<file path="src/axi_pkg.sv">
package axi_pkg;

	localparam int axi_id_w = 4;
	localparam int axi_addr_w = 64;
	localparam int axi_data_w = 32;
	localparam int axi_strb_w = 4;
	localparam int axi_len_w = 8;

	localparam int axi_size_w = 3; // AWSIZE field
	localparam int axi_burst_w = 2;
	localparam int axi_cache_w = 4;
	localparam int axi_resp_w = 2;

	typedef enum logic [axi_burst_w-1:0] {
		burst_fixed = 2'b00,
		burst_incr = 2'b01,
		burst_wrap = 2'b10
	} axi_burst_e;

	typedef enum logic [axi_resp_w-1:0] {
		resp_okay = 2'b00,
		resp_exokay = 2'b01,
		resp_slverr = 2'b10,
		resp_decerr = 2'b11
	} axi_resp_e;

endpackage

</file>
<file path="src/pci_pkg.sv">
package pci_pkg;

	localparam int buf_depth = 1024; // W beats held until B retires them
	localparam int buf_idx_w = 10;

	// Log2 depths of the clock crossing FIFOs
	localparam int len_fifo_asize = 8;
	localparam int resp_fifo_asize = 4;

	localparam int beat_bytes = 4; // Address step between target beats

	typedef enum logic [1:0] {
		eng_idle = 2'b00,
		eng_write = 2'b01,
		eng_resp = 2'b10
	} eng_state_e;

endpackage

</file>
<file path="src/wpath_if.sv">
`timescale 1ns/1ns

interface wpath_cmd_if import axi_pkg::*; ();

	logic [axi_id_w-1:0] id;
	logic [axi_len_w-1:0] len; // Beats minus one
	logic [axi_addr_w-1:0] addr;
	logic valid;
	logic ready;

	modport source (
		output id,
		output len,
		output addr,
		output valid,
		input ready
	);

	modport sink (
		input id,
		input len,
		input addr,
		input valid,
		output ready
	);

endinterface

interface wpath_resp_if import axi_pkg::*; ();

	logic [axi_id_w-1:0] id;
	logic [axi_len_w-1:0] len;
	logic valid;
	logic ready;

	modport source (
		output id,
		output len,
		output valid,
		input ready
	);

	modport sink (
		input id,
		input len,
		input valid,
		output ready
	);

endinterface
</file>
<file path="src/pci_wr_engine.sv">
`timescale 1ns/1ns

module pci_wr_engine import axi_pkg::*, pci_pkg::*; (
	input logic clk,
	input logic rst,

	wpath_cmd_if.sink cmd,
	wpath_resp_if.source resp,

	output logic [buf_idx_w-1:0] data_idx,
	input logic [axi_data_w-1:0] data_dout,
	input logic [axi_strb_w-1:0] data_strb,

	output logic [axi_addr_w-1:0] tgt_addr,
	output logic [axi_data_w-1:0] tgt_data,
	output logic [axi_strb_w-1:0] tgt_strb,
	output logic tgt_valid,
	input logic tgt_ready
);

	eng_state_e state;
	logic [buf_idx_w-1:0] base; // Buffer entry of the current burst's first beat
	logic [axi_len_w-1:0] beat;
	logic [axi_addr_w-1:0] addr_q;
	logic [axi_id_w-1:0] id_q;
	logic [axi_len_w-1:0] len_q;
	logic tgt_fire;

	assign cmd.ready = state == eng_idle;
	assign tgt_valid = state == eng_write;
	assign tgt_fire = tgt_valid && tgt_ready;

	assign data_idx = base + buf_idx_w'(beat); // Wraps with the buffer
	assign tgt_addr = addr_q;
	assign tgt_data = data_dout;
	assign tgt_strb = data_strb;

	assign resp.valid = state == eng_resp;
	assign resp.id = id_q;
	assign resp.len = len_q;

	always_ff @(posedge clk or posedge rst) begin
		if (rst) begin
			state <= eng_idle;
			base <= '0;
			beat <= '0;
		end else begin
			case (state)
				eng_idle: if (cmd.valid) begin
					beat <= '0;
					state <= eng_write;
				end
				eng_write: if (tgt_fire) begin
					if (beat == len_q)
						state <= eng_resp;
					else
						beat <= beat + 1'b1;
				end
				eng_resp: if (resp.ready) begin
					base <= base + buf_idx_w'(len_q) + 1'b1;
					state <= eng_idle;
				end
				default: state <= eng_idle;
			endcase
		end
	end

	always_ff @(posedge clk) begin
		if (cmd.valid && cmd.ready) begin
			id_q <= cmd.id;
			len_q <= cmd.len;
			addr_q <= cmd.addr;
		end else if (tgt_fire) begin
			addr_q <= addr_q + axi_addr_w'(beat_bytes);
		end
	end

endmodule

</file>
<file path="src/flat_wrapper.sv">
// flat-port wrapper written by rule: the top's interface ports become plain ports
module pci_wr_engine_flat import axi_pkg::*, pci_pkg::*;
  (clk, rst, data_idx, data_dout, data_strb, tgt_addr, tgt_data, tgt_strb, tgt_valid, tgt_ready, cmd_id, cmd_len, cmd_addr, cmd_valid, cmd_ready, resp_id, resp_len, resp_valid, resp_ready);
  wpath_cmd_if cmd_i ();
  wpath_resp_if resp_i ();
  input logic clk;
  input logic rst;
  output logic [buf_idx_w-1:0] data_idx;
  input logic [axi_data_w-1:0] data_dout;
  input logic [axi_strb_w-1:0] data_strb;
  output logic [axi_addr_w-1:0] tgt_addr;
  output logic [axi_data_w-1:0] tgt_data;
  output logic [axi_strb_w-1:0] tgt_strb;
  output logic tgt_valid;
  input logic tgt_ready;
  input wire logic [$bits(cmd_i.id)-1:0] cmd_id;
  input wire logic [$bits(cmd_i.len)-1:0] cmd_len;
  input wire logic [$bits(cmd_i.addr)-1:0] cmd_addr;
  input wire logic [$bits(cmd_i.valid)-1:0] cmd_valid;
  output wire logic [$bits(cmd_i.ready)-1:0] cmd_ready;
  output wire logic [$bits(resp_i.id)-1:0] resp_id;
  output wire logic [$bits(resp_i.len)-1:0] resp_len;
  output wire logic [$bits(resp_i.valid)-1:0] resp_valid;
  input wire logic [$bits(resp_i.ready)-1:0] resp_ready;
  assign cmd_i.id = cmd_id;
  assign cmd_i.len = cmd_len;
  assign cmd_i.addr = cmd_addr;
  assign cmd_i.valid = cmd_valid;
  assign cmd_ready = cmd_i.ready;
  assign resp_id = resp_i.id;
  assign resp_len = resp_i.len;
  assign resp_valid = resp_i.valid;
  assign resp_i.ready = resp_ready;
  pci_wr_engine u_core (.clk(clk), .rst(rst), .cmd(cmd_i), .resp(resp_i), .data_idx(data_idx), .data_dout(data_dout), .data_strb(data_strb), .tgt_addr(tgt_addr), .tgt_data(tgt_data), .tgt_strb(tgt_strb), .tgt_valid(tgt_valid), .tgt_ready(tgt_ready));
endmodule
</file>
<file path="config.mk">
export PLATFORM = sky130hd
export DESIGN_NAME = pci_wr_engine_flat
export DESIGN_NICKNAME = d
export VERILOG_FILES = /design/src/axi_pkg.sv /design/src/pci_pkg.sv /design/src/wpath_if.sv /design/src/pci_wr_engine.sv /design/src/flat_wrapper.sv
export SDC_FILE = /design/constraint.sdc
export NUM_CORES = 1
export LEC_CHECK = 0
export BUFFER_PORTS_ARGS = -buffer_cell sky130_fd_sc_hd__buf_2
export CORE_UTILIZATION = 54
export DETAILED_ROUTE_END_ITERATION = 7
export PLACE_DENSITY = 0.88
export SYNTH_ARGS = -nofsm -noshare
export SYNTH_HDL_FRONTEND = slang
export SYNTH_SLANG_ARGS = --single-unit
</file>
<file path="constraint.sdc">
create_clock -name clk -period 4.29 [get_ports clk]
set_input_delay 0.6435 -clock clk [delete_from_list [all_inputs] [get_ports clk]]
set_output_delay 0.6435 -clock clk [all_outputs]
set_load 0.05 [all_outputs]
</file>
# Yosys cells after proc, flatten, opt, wreduce, memory -nomap -nowiden
# Index checks and enable logic that the tools add are counted.
# word_totals
in_bits,117
elab_cells,38
register_bits,96
out_inout_bits,125
# op_classes
n_eq_ne,8
add_sub_neg,5
reduce_logical,8
mux,11
# ops
op,n
$mux W64,2
$add A64 B3 Y64 const B,1
$mux W8,3
$add A10 B8 Y10,2
$pmux W8 S2,1
$add A10 B1 Y10 const B,1
$add A8 B1 Y8 const B,1
$eq A8 B8 Y1,1
$mux W2,4
$ne A2 B2 Y1 const B,4
$reduce_and A4 Y1,2
$pmux W2 S3,1
$reduce_bool A2 Y1,2
$eq A2 B1 Y1 const B,1
$eq A2 B2 Y1 const B,1
$logic_and A1 B1 Y1,2
$logic_not A2 Y1,1
$ne A2 B1 Y1 const B,1
$reduce_and A2 Y1,1

# Longest topological paths before layout
# Gate-level depths: netlist (run 1).
# depth
word_depth,4
ltp_mapped,8
depth_no_buf,8

# Least setup slack after synthesis (run 1)
# Ideal clock, no wire load.
# synth_timing
path_kind,flip-flop to flip-flop
startpoint,register u_core.state[1]
endpoint,register u_core.beat[0]
setup_time_ns,0.125
required_time_ns,4.165
path_buffers,0
arrival_time_ns,3.585
path_stages_with_launch,8
synth_period_minus_slack_ns,3.710
setup_slack_ns,0.580
cell_sequence,dfrtp_1 > nor2_1 > nand2_1 > clkinv_1 > a21oi_1 > inv_1 > o21ai_0 > mux2_2
# synth_via
elab_cells_between_ends,9
classes_between,eq/ne (4); mux (1); reduce/logical (4)
# synth_lines
element,line_no,text
"start, declared",pci_wr_engine.sv:21,eng_state_e state;
"start signal, assigned",pci_wr_engine.sv:44,state <= eng_idle;
"start signal, assigned",pci_wr_engine.sv:51,state <= eng_write;
"start signal, assigned",pci_wr_engine.sv:55,state <= eng_resp;
$logic_not A2 Y1 (*),-,
net cmd_ready,flat_wrapper.sv:20,output wire logic [$bits(cmd_i.ready)-1:0] cmd_ready;
$ne A2 B2 Y1 (no source line) or $reduce_bool A2 Y1 (tied branches),-,
$reduce_and A4 Y1 (no source line),-,
"end signal, assigned",pci_wr_engine.sv:57,beat <= beat + 1'b1;
"end, declared",pci_wr_engine.sv:23,logic [axi_len_w-1:0] beat;
# Mark *: on every way through the listed nets, which the timed path passes. The rest lies on a longest branch.
# A chain may end at the register's enable or synchronous reset.

# Worst setup path after layout (run 1)
# layout_timing
startpoint,register u_core.beat[0]
endpoint,output port data_idx[8]
# layout_via
elab_chain_len,1
# layout_lines
element,line_no,text
$add A10 B8 Y10,pci_wr_engine.sv:33,assign data_idx = base + buf_idx_w'(beat);
"end, declared",flat_wrapper.sv:8,output logic [buf_idx_w-1:0] data_idx;
# Every way passes these cells.

==> results of run 1 <==
-- worst paths after layout --
kind                                               start                       endpoint  slack [ps]  cells past startpoint
min in group clk                              cmd_len[4]   u_core.resp.len[4]$_DFFE_PP_         470                      1
setup / recovery              u_core.beat[0]$_DFFE_PP0P_                    data_idx[8]        1110                      9
max in group asynchronous                            rst     u_core.base[1]$_DFFE_PP0P_        3320                      2
hold / removal                                       rst     u_core.beat[5]$_DFFE_PP0P_         450                      2
setup reg to reg           u_core.tgt_addr[10]$_DFFE_PP_  u_core.tgt_addr[35]$_DFFE_PP_        1510                      5
hold reg to reg               u_core.base[9]$_DFFE_PP0P_     u_core.base[9]$_DFFE_PP0P_         500                      1
-- critical path, delay by kind of cell (launching register included) --
kind,cells,cell delay (ps)
AO/OA/AOI/OAI,3,490
XOR/XNOR,1,130
adder cells (fa/ha/maj),2,640
buffers and inverters,2,340
flip-flops,1,460
AND/OR/NAND/NOR,1,130
-- area by class of cell --
cell class | count | area (µm²) | share of cell area
timing repair buffer | 173 | 876 | 0.116
clock inverter | 6 | 131 | 0.0174
sequential | 96 | 2780 | 0.368
multi-input combinational | 525 | 3270 | 0.433
inverter | 24 | 90.1 | 0.0119
clock buffer | 10 | 229 | 0.0303
tap | 143 | 179 | 0.0237
-- metrics by stage --
| step | util | cell area (µm²) |
|---|---|---|
| 3_5_place_dp | 0.620 | 7200 |
| 6_report | 0.651 | 7560 |
| 4_1_cts | 0.651 | 7560 |
| 3_3_place_gp | 0.620 | 7200 |
| 5_1_grt | 0.651 | 7560 |
| 2_1_floorplan | - | 6530 |
-- cell families (layout without fill, tap and decap cells) --
kind of cell    count (synthesis)  after routing  synth area share
compound gates                134            134             0.135
xor+xnor                       43             43            0.0577
mux                             3              3           0.00479
flops                          96             96             0.426
buf+inv                        89            213            0.0732
simple gates                  325            325             0.262
fa+ha+maj                      20             20            0.0406
-- registers in the layout (all words and copies together) (netlist names) --
signal           flops
u_core.tgt_addr     64
u_core.state         2
u_core.resp.id       4
u_core.beat          8
u_core.base         10
u_core.resp.len      8
-- where the power goes --
group / switching (mW) / internal (mW) / total, mW / leakage (nW)
logic: 1.42 / 0.554 / 1.97 / 1.94
registers: 0.343 / 1.35 / 1.69 / 0.953
clock network: 0.350 / 0.627 / 0.977 / 0.170
total: 2.11 / 2.53 / 4.64 / 3.06
-- layer usage --
layer / vias up / share of wire / track usage
met5: - / 0 / 0
met4: 0 / 0.025 / 0.116
met3: 42 / 0.082 / 0.0572
met2: 330 / 0.48 / 0.434
met1: 2831 / 0.41 / 0.346
li1: 2847 / - / -
-- placed cells by master, fill, tap and decap left out, types with 5 or more instances in the layout --
cell and n:
a211o_1 7, a211oi_1 6, a21o_1 5, a21oi_1 13, a31oi_1 15, and3_1 17, and4_1 9, buf_2 169
clkbuf_16 9, dfrtp_1 20, edfxtp_1 76, ha_1 18, inv_1 21, nand2_1 96, nand3_1 36, nand3b_1 6
nand4_1 24, nor2_1 49, nor2b_1 5, nor3_1 18, nor4_1 17, o21a_1 5, o21ai_0 45, o31ai_1 13
or3_1 6, or4_1 14, xnor2_1 23, xor2_1 20
-- Yosys cell counts (3+ instances only) --
cell type,count
a211oi_1,6
or3_1,6
a31oi_1,15
inv_1,22
a211o_1,7
a32oi_1,3
clkbuf_1,24
nor2b_1,5
o211ai_1,3
o31ai_1,13
o311ai_0,3
and2_1,3
a21o_1,5
buf_4,36
nand3_1,36
and3_1,17
xnor2_1,23
nand2b_1,3
nor3b_1,4
nand4_1,24
edfxtp_1,76
a21oi_1,13
or4_1,14
nor4_1,17
buf_1,3
nand2_1,97
xor2_1,20
o21a_1,5
dfrtp_1,20
nand3b_1,6
ha_1,18
nor2_1,49
nor3_1,18
and4_1,9
or2_2,4
o21ai_0,45
==> results.sh, run 1 <==
export IMPL_status="complete, but fails checks"
export IMPL_violations="DRC"
export IMPL_root_buffer="clkbuf_16"
export IMPL_setup_ws_ps=1110
export IMPL_core_rowCount=39
export IMPL_maxSlewHeadroom=0.423
export IMPL_synth_top_area_frac=0.349
export IMPL_drive_gt1_frac=0.248
export IMPL_fin_crit_sh=0.741
export IMPL_place_hpwl_um=11900
export IMPL_powerDensity_nw_per_um2=614
export IMPL_layout_min_cycle_time_ps=3180
export IMPL_synth_edf_count=76
export IMPL_drt_first_pass_iters=8
export IMPL_fin_cells=977
export IMPL_slowest_delay_ps=460
export IMPL_cts_max_path_buffers=2
export IMPL_leakagePower_nw=3.06
export IMPL_io_buffers=169
export IMPL_grt_max_degree=63
export IMPL_die_y_um=112
export IMPL_num_vias=6050
export IMPL_place_inst=961
export IMPL_cts_tree="yes"
export IMPL_mappedNetlistArea_um2=6530
export IMPL_synth_area_leader_cell="edfxtp_1"
export IMPL_final_setup_skew_ps=7.99
export IMPL_die_area_um2=12500
export IMPL_core_um2=11600
export IMPL_synth_top_cells_by_area="edfxtp_1 35%, dfrtp_1 7.7%, nand2_1 5.6%"
export IMPL_synthArstFlopShare=0.208
export IMPL_crit_slowest_cell="dfrtp_1"
export IMPL_cts_hold_buf=0
export IMPL_drt_wl_total_um=16700
export IMPL_whs_ps=448
export IMPL_yosysSeqAreaShare=0.426
export IMPL_design_power_total_mw=4.64
export IMPL_synth_avg_cell_area_um2=9.20
export IMPL_ys_ff_latch=96
export IMPL_final_antenna_net_count=0
export IMPL_grt_use_total=0.267
export IMPL_start_kind="flop"
export IMPL_yosysUniqueCellTypes=67
export IMPL_min_path_type="input pin to asynchronous set/reset pin"
export IMPL_grt_pass1_vias=5500
export IMPL_synth_flop_cell="edfxtp_1"
export IMPL_nFillCells=939
export IMPL_dieWidth_um=112
export IMPL_setup_viol=0
export IMPL_num_antenna_cells=0
export IMPL_cts_sinks=96
export IMPL_final_max_slew_viol_count=0
export IMPL_tns_ps=0
export IMPL_max_freq_mhz=314
export IMPL_cp_end_kind="output pin"
export IMPL_postCtsSetupBuffers=0
export IMPL_critPathKind="flop to output pin"
export IMPL_cts_made_buffers=9
export IMPL_insertion_delay_ps=350
export IMPL_syn_inst=710
export IMPL_via_per_inst=6.19
export IMPL_grt_pass1_wl_um=26900
export IMPL_clkTransAtPathRegs_ps=70
export IMPL_ctsResizeCount=0
export IMPL_start_util=0.562
export IMPL_worst_slew_pin_transition_ps=866
export IMPL_max_cap_violations=0
export IMPL_pre_cts_slack_ps=1470
export IMPL_rsz0062_at_grt="false"
export IMPL_cp_max_fo=6
export IMPL_antenna_found_initial=0
export IMPL_grt_overflow_total=0
export IMPL_arrival_ps=2540
export IMPL_hold_viol=0
export IMPL_syn2layout_area_growth_pct=15.8
export IMPL_ir_worst_vdd_v=0.000428
export IMPL_htreeDepth=3
export IMPL_drt_wirelength_per_cell_um=17.1
export IMPL_place_gp_congestion=0.887
export IMPL_critical_path_required_ps=3650
export IMPL_drt_iter0_drc=517
export IMPL_drc=14
export IMPL_finalNetCount=966
export IMPL_num_io_pins=242
export IMPL_syn_nets=847
export IMPL_yosys_warnings=0
export IMPL_crit_chain="ha_1 > inv_1 > fa_1 > nor2b_1 > o21ai_0 > a21o_1 > a21oi_1 > xnor2_1 > buf_2"
(Power assumes the default switching activity.)
==> inputs of run 2 (changes only) <==
--- a/config.mk
+++ b/config.mk
@@ -6,9 +6,9 @@
 export NUM_CORES = 1
 export LEC_CHECK = 0
 export BUFFER_PORTS_ARGS = -buffer_cell sky130_fd_sc_hd__buf_2
-export CORE_UTILIZATION = 54
+export CORE_UTILIZATION = 51
 export DETAILED_ROUTE_END_ITERATION = 7
-export PLACE_DENSITY = 0.88
+export PLACE_DENSITY = 0.84
 export SYNTH_ARGS = -nofsm -noshare
 export SYNTH_HDL_FRONTEND = slang
 export SYNTH_SLANG_ARGS = --single-unit
==> constraint.sdc (replaced) <==
create_clock -name clk -period 3.2 [get_ports clk]
set_input_delay 0.48 -clock clk [delete_from_list [all_inputs] [get_ports clk]]
set_output_delay 0.48 -clock clk [all_outputs]
set_load 0.05 [all_outputs]
==> run 2 against run 1 <==
The flow now finishes without violations. First-iteration DRC count down 21%. Clock power is essentially flat. Flip-flop and latch count unchanged. Worst setup slack lost 890 ps. Critical endpoint is now data_idx[9].
==> results.sh, run 2 (same netlist as run 1, synthesis figures left out) <==
export IMPL_crit_buf_inv=1
export IMPL_htreeDepth=3
export IMPL_max_cap_violations=0
export IMPL_via_per_inst=5.88
export IMPL_leakagePower_nw=3.03
export IMPL_largest_reg_flops=64
export IMPL_clkPwrFrac=0.169
export IMPL_p_seq_frac=0.383
export IMPL_drive_gt1_frac=0.252
export IMPL_p_sw_frac=0.477
export IMPL_postCtsSetupBuffers=0
export IMPL_cp_max_fo=7
export IMPL_r2r_start="u_core.state[0]$_DFFE_PP0P_"
export IMPL_cts_hold_buf=0
export IMPL_critical_path_required_ps=2720
export IMPL_grt_overflow_total=0
export IMPL_ir_worst_vdd_v=0.000514
export IMPL_pwr_share_comb=0.448
export IMPL_rsz0062_at_grt="false"
export IMPL_final_antenna_net_count=0
export IMPL_syn2layout_area_growth_pct=15.5
export IMPL_internal_power_mw=3.08
export IMPL_drc=0
export IMPL_fin_crit_sh=0.931
export IMPL_place_hpwl_um=11900
export IMPL_drt_wl_total_um=16400
export IMPL_tns_ps=0
export IMPL_grt_max_degree=62
export IMPL_die_area_um2=13300
export IMPL_setup_viol=0
export IMPL_clkTransAtPathRegs_ps=70
export IMPL_crit_chain="ha_1 > a211o_1 > a21oi_1 > a22oi_1 > a41o_1 > xor2_1 > buf_2"
export IMPL_grt_pass1_vias=5488
export IMPL_final_util=0.615
export IMPL_core_um2=12300
export IMPL_num_vias=5908
export IMPL_hold_viol=0
export IMPL_design_power_total_mw=5.90
export IMPL_max_freq_mhz=335
export IMPL_final_max_slew_viol_count=0
export IMPL_core_rowCount=40
export IMPL_drt_wirelength_per_cell_um=16.3
export IMPL_cts_tree="yes"
export IMPL_status="complete, no violations"
export IMPL_insertion_delay_ps=350
export IMPL_grt_use_total=0.254
export IMPL_netSwitchingPower_mw=2.82
export IMPL_io_buffers=169
export IMPL_cts_sinks=96
export IMPL_drt_iter0_drc=406
export IMPL_cts_made_buffers=9
export IMPL_startpoint="u_core.beat[1]$_DFFE_PP0P_"
export IMPL_final_setup_skew_ps=7.16
export IMPL_cts_max_path_buffers=2
export IMPL_start_kind="flop"
export IMPL_die_y_um=115
export IMPL_powerDensity_nw_per_um2=783
export IMPL_final_cell_mix="168 x buf_2, 96 x nand2_1, 76 x edfxtp_1"
export IMPL_root_buffer="clkbuf_16"
export IMPL_arrival_ps=2500
export IMPL_drt_first_pass_iters=5
export IMPL_slowest_delay_ps=480
export IMPL_start_util=0.533
export IMPL_grt_pass1_wl_um=26400
export IMPL_nFillCells=1060
export IMPL_maxSlewHeadroom=0.452
export IMPL_min_path_type="input pin to asynchronous set/reset pin"
export IMPL_crit_slowest_cell="dfrtp_1"
export IMPL_antenna_found_initial=0
export IMPL_worst_slew_pin_transition_ps=821
export IMPL_final_common_cell="buf_2"
export IMPL_place_gp_congestion=0.897
export IMPL_critPathTopFamily="compound AO/OA/AOI/OAI gates"
export IMPL_cp_end_kind="output pin"
export IMPL_finalNetCount=969
export IMPL_layout_min_cycle_time_ps=2980
export IMPL_num_antenna_cells=0
export IMPL_critPathKind="flop to output pin"
export IMPL_dieWidth_um=115
export IMPL_num_io_pins=242
## run 2: changes by cell type in the layout (fill, tap and decap cells not counted), sizes merged
cell	change
clkinv	+3
clkbuf	+1
buf	+2
clkinvlp	+3
inv	-2
bufinv	-4
## run 2: repair_timing
item                                    in CTS  in global routing
gates resized for setup                      0                  2
endpoints found under the setup margin       0                  1
hold endpoints to repair                     0                  0
## run 2: metrics by stage
stage          instance area, µm²  hold slack [ps]  cells  setup slack, ps
3_3_place_gp                 7270              479    989              639
5_1_grt                      7540              292   1005             70.1
3_5_place_dp                 7270              486    989              537
4_1_cts                      7540              294   1005              152
6_report                     7540              279   1005              219
2_1_floorplan                6540              444    710              141
## run 2: power groups by stage
stage / sequential (mW) / clock (mW) / combinational, mW
after global placement: 2.25 / 0 / 2.59
after CTS: 2.25 / 1.00 / 2.65
after global routing: 2.33 / 1.06 / 2.84
final: 2.26 / 1.00 / 2.64
after floorplan: 3.01 / 0 / 1.34
after detailed placement: 2.27 / 0 / 2.64
## run 2: per-layer routing
metal	track usage	up-vias	share of wire
met5	0	-	0
met4	0.100	0	0.021
met3	0.0559	38	0.072
met2	0.414	268	0.47
met1	0.330	2736	0.44
li1	-	2866	-
## run 2: final timing paths
check / to / slack, ps / depth (start not counted)
max: data_idx[9] / 220 / 7
min: u_core.beat[2]$_DFFE_PP0P_ / 280 / 2
max reg2reg: u_core.tgt_addr[36]$_DFFE_PP_ / 530 / 5
min reg2reg: u_core.base[9]$_DFFE_PP0P_ / 500 / 1
max in group asynchronous: u_core.beat[0]$_DFFE_PP0P_ / 2360 / 2
min in group clk: u_core.resp.len[7]$_DFFE_PP_ / 300 / 1
## run 2: final cells by class
| type | instances | area (µm²) | share of cell area |
|---|---|---|---|
| inverter | 24 | 95.1 | 0.0126 |
| sequential | 96 | 2780 | 0.369 |
| clock buffer | 10 | 229 | 0.0304 |
| multi-input combinational | 525 | 3270 | 0.434 |
| timing repair buffer | 176 | 913 | 0.121 |
| tap | 168 | 210 | 0.0279 |
| clock inverter | 6 | 36.3 | 0.00481 |
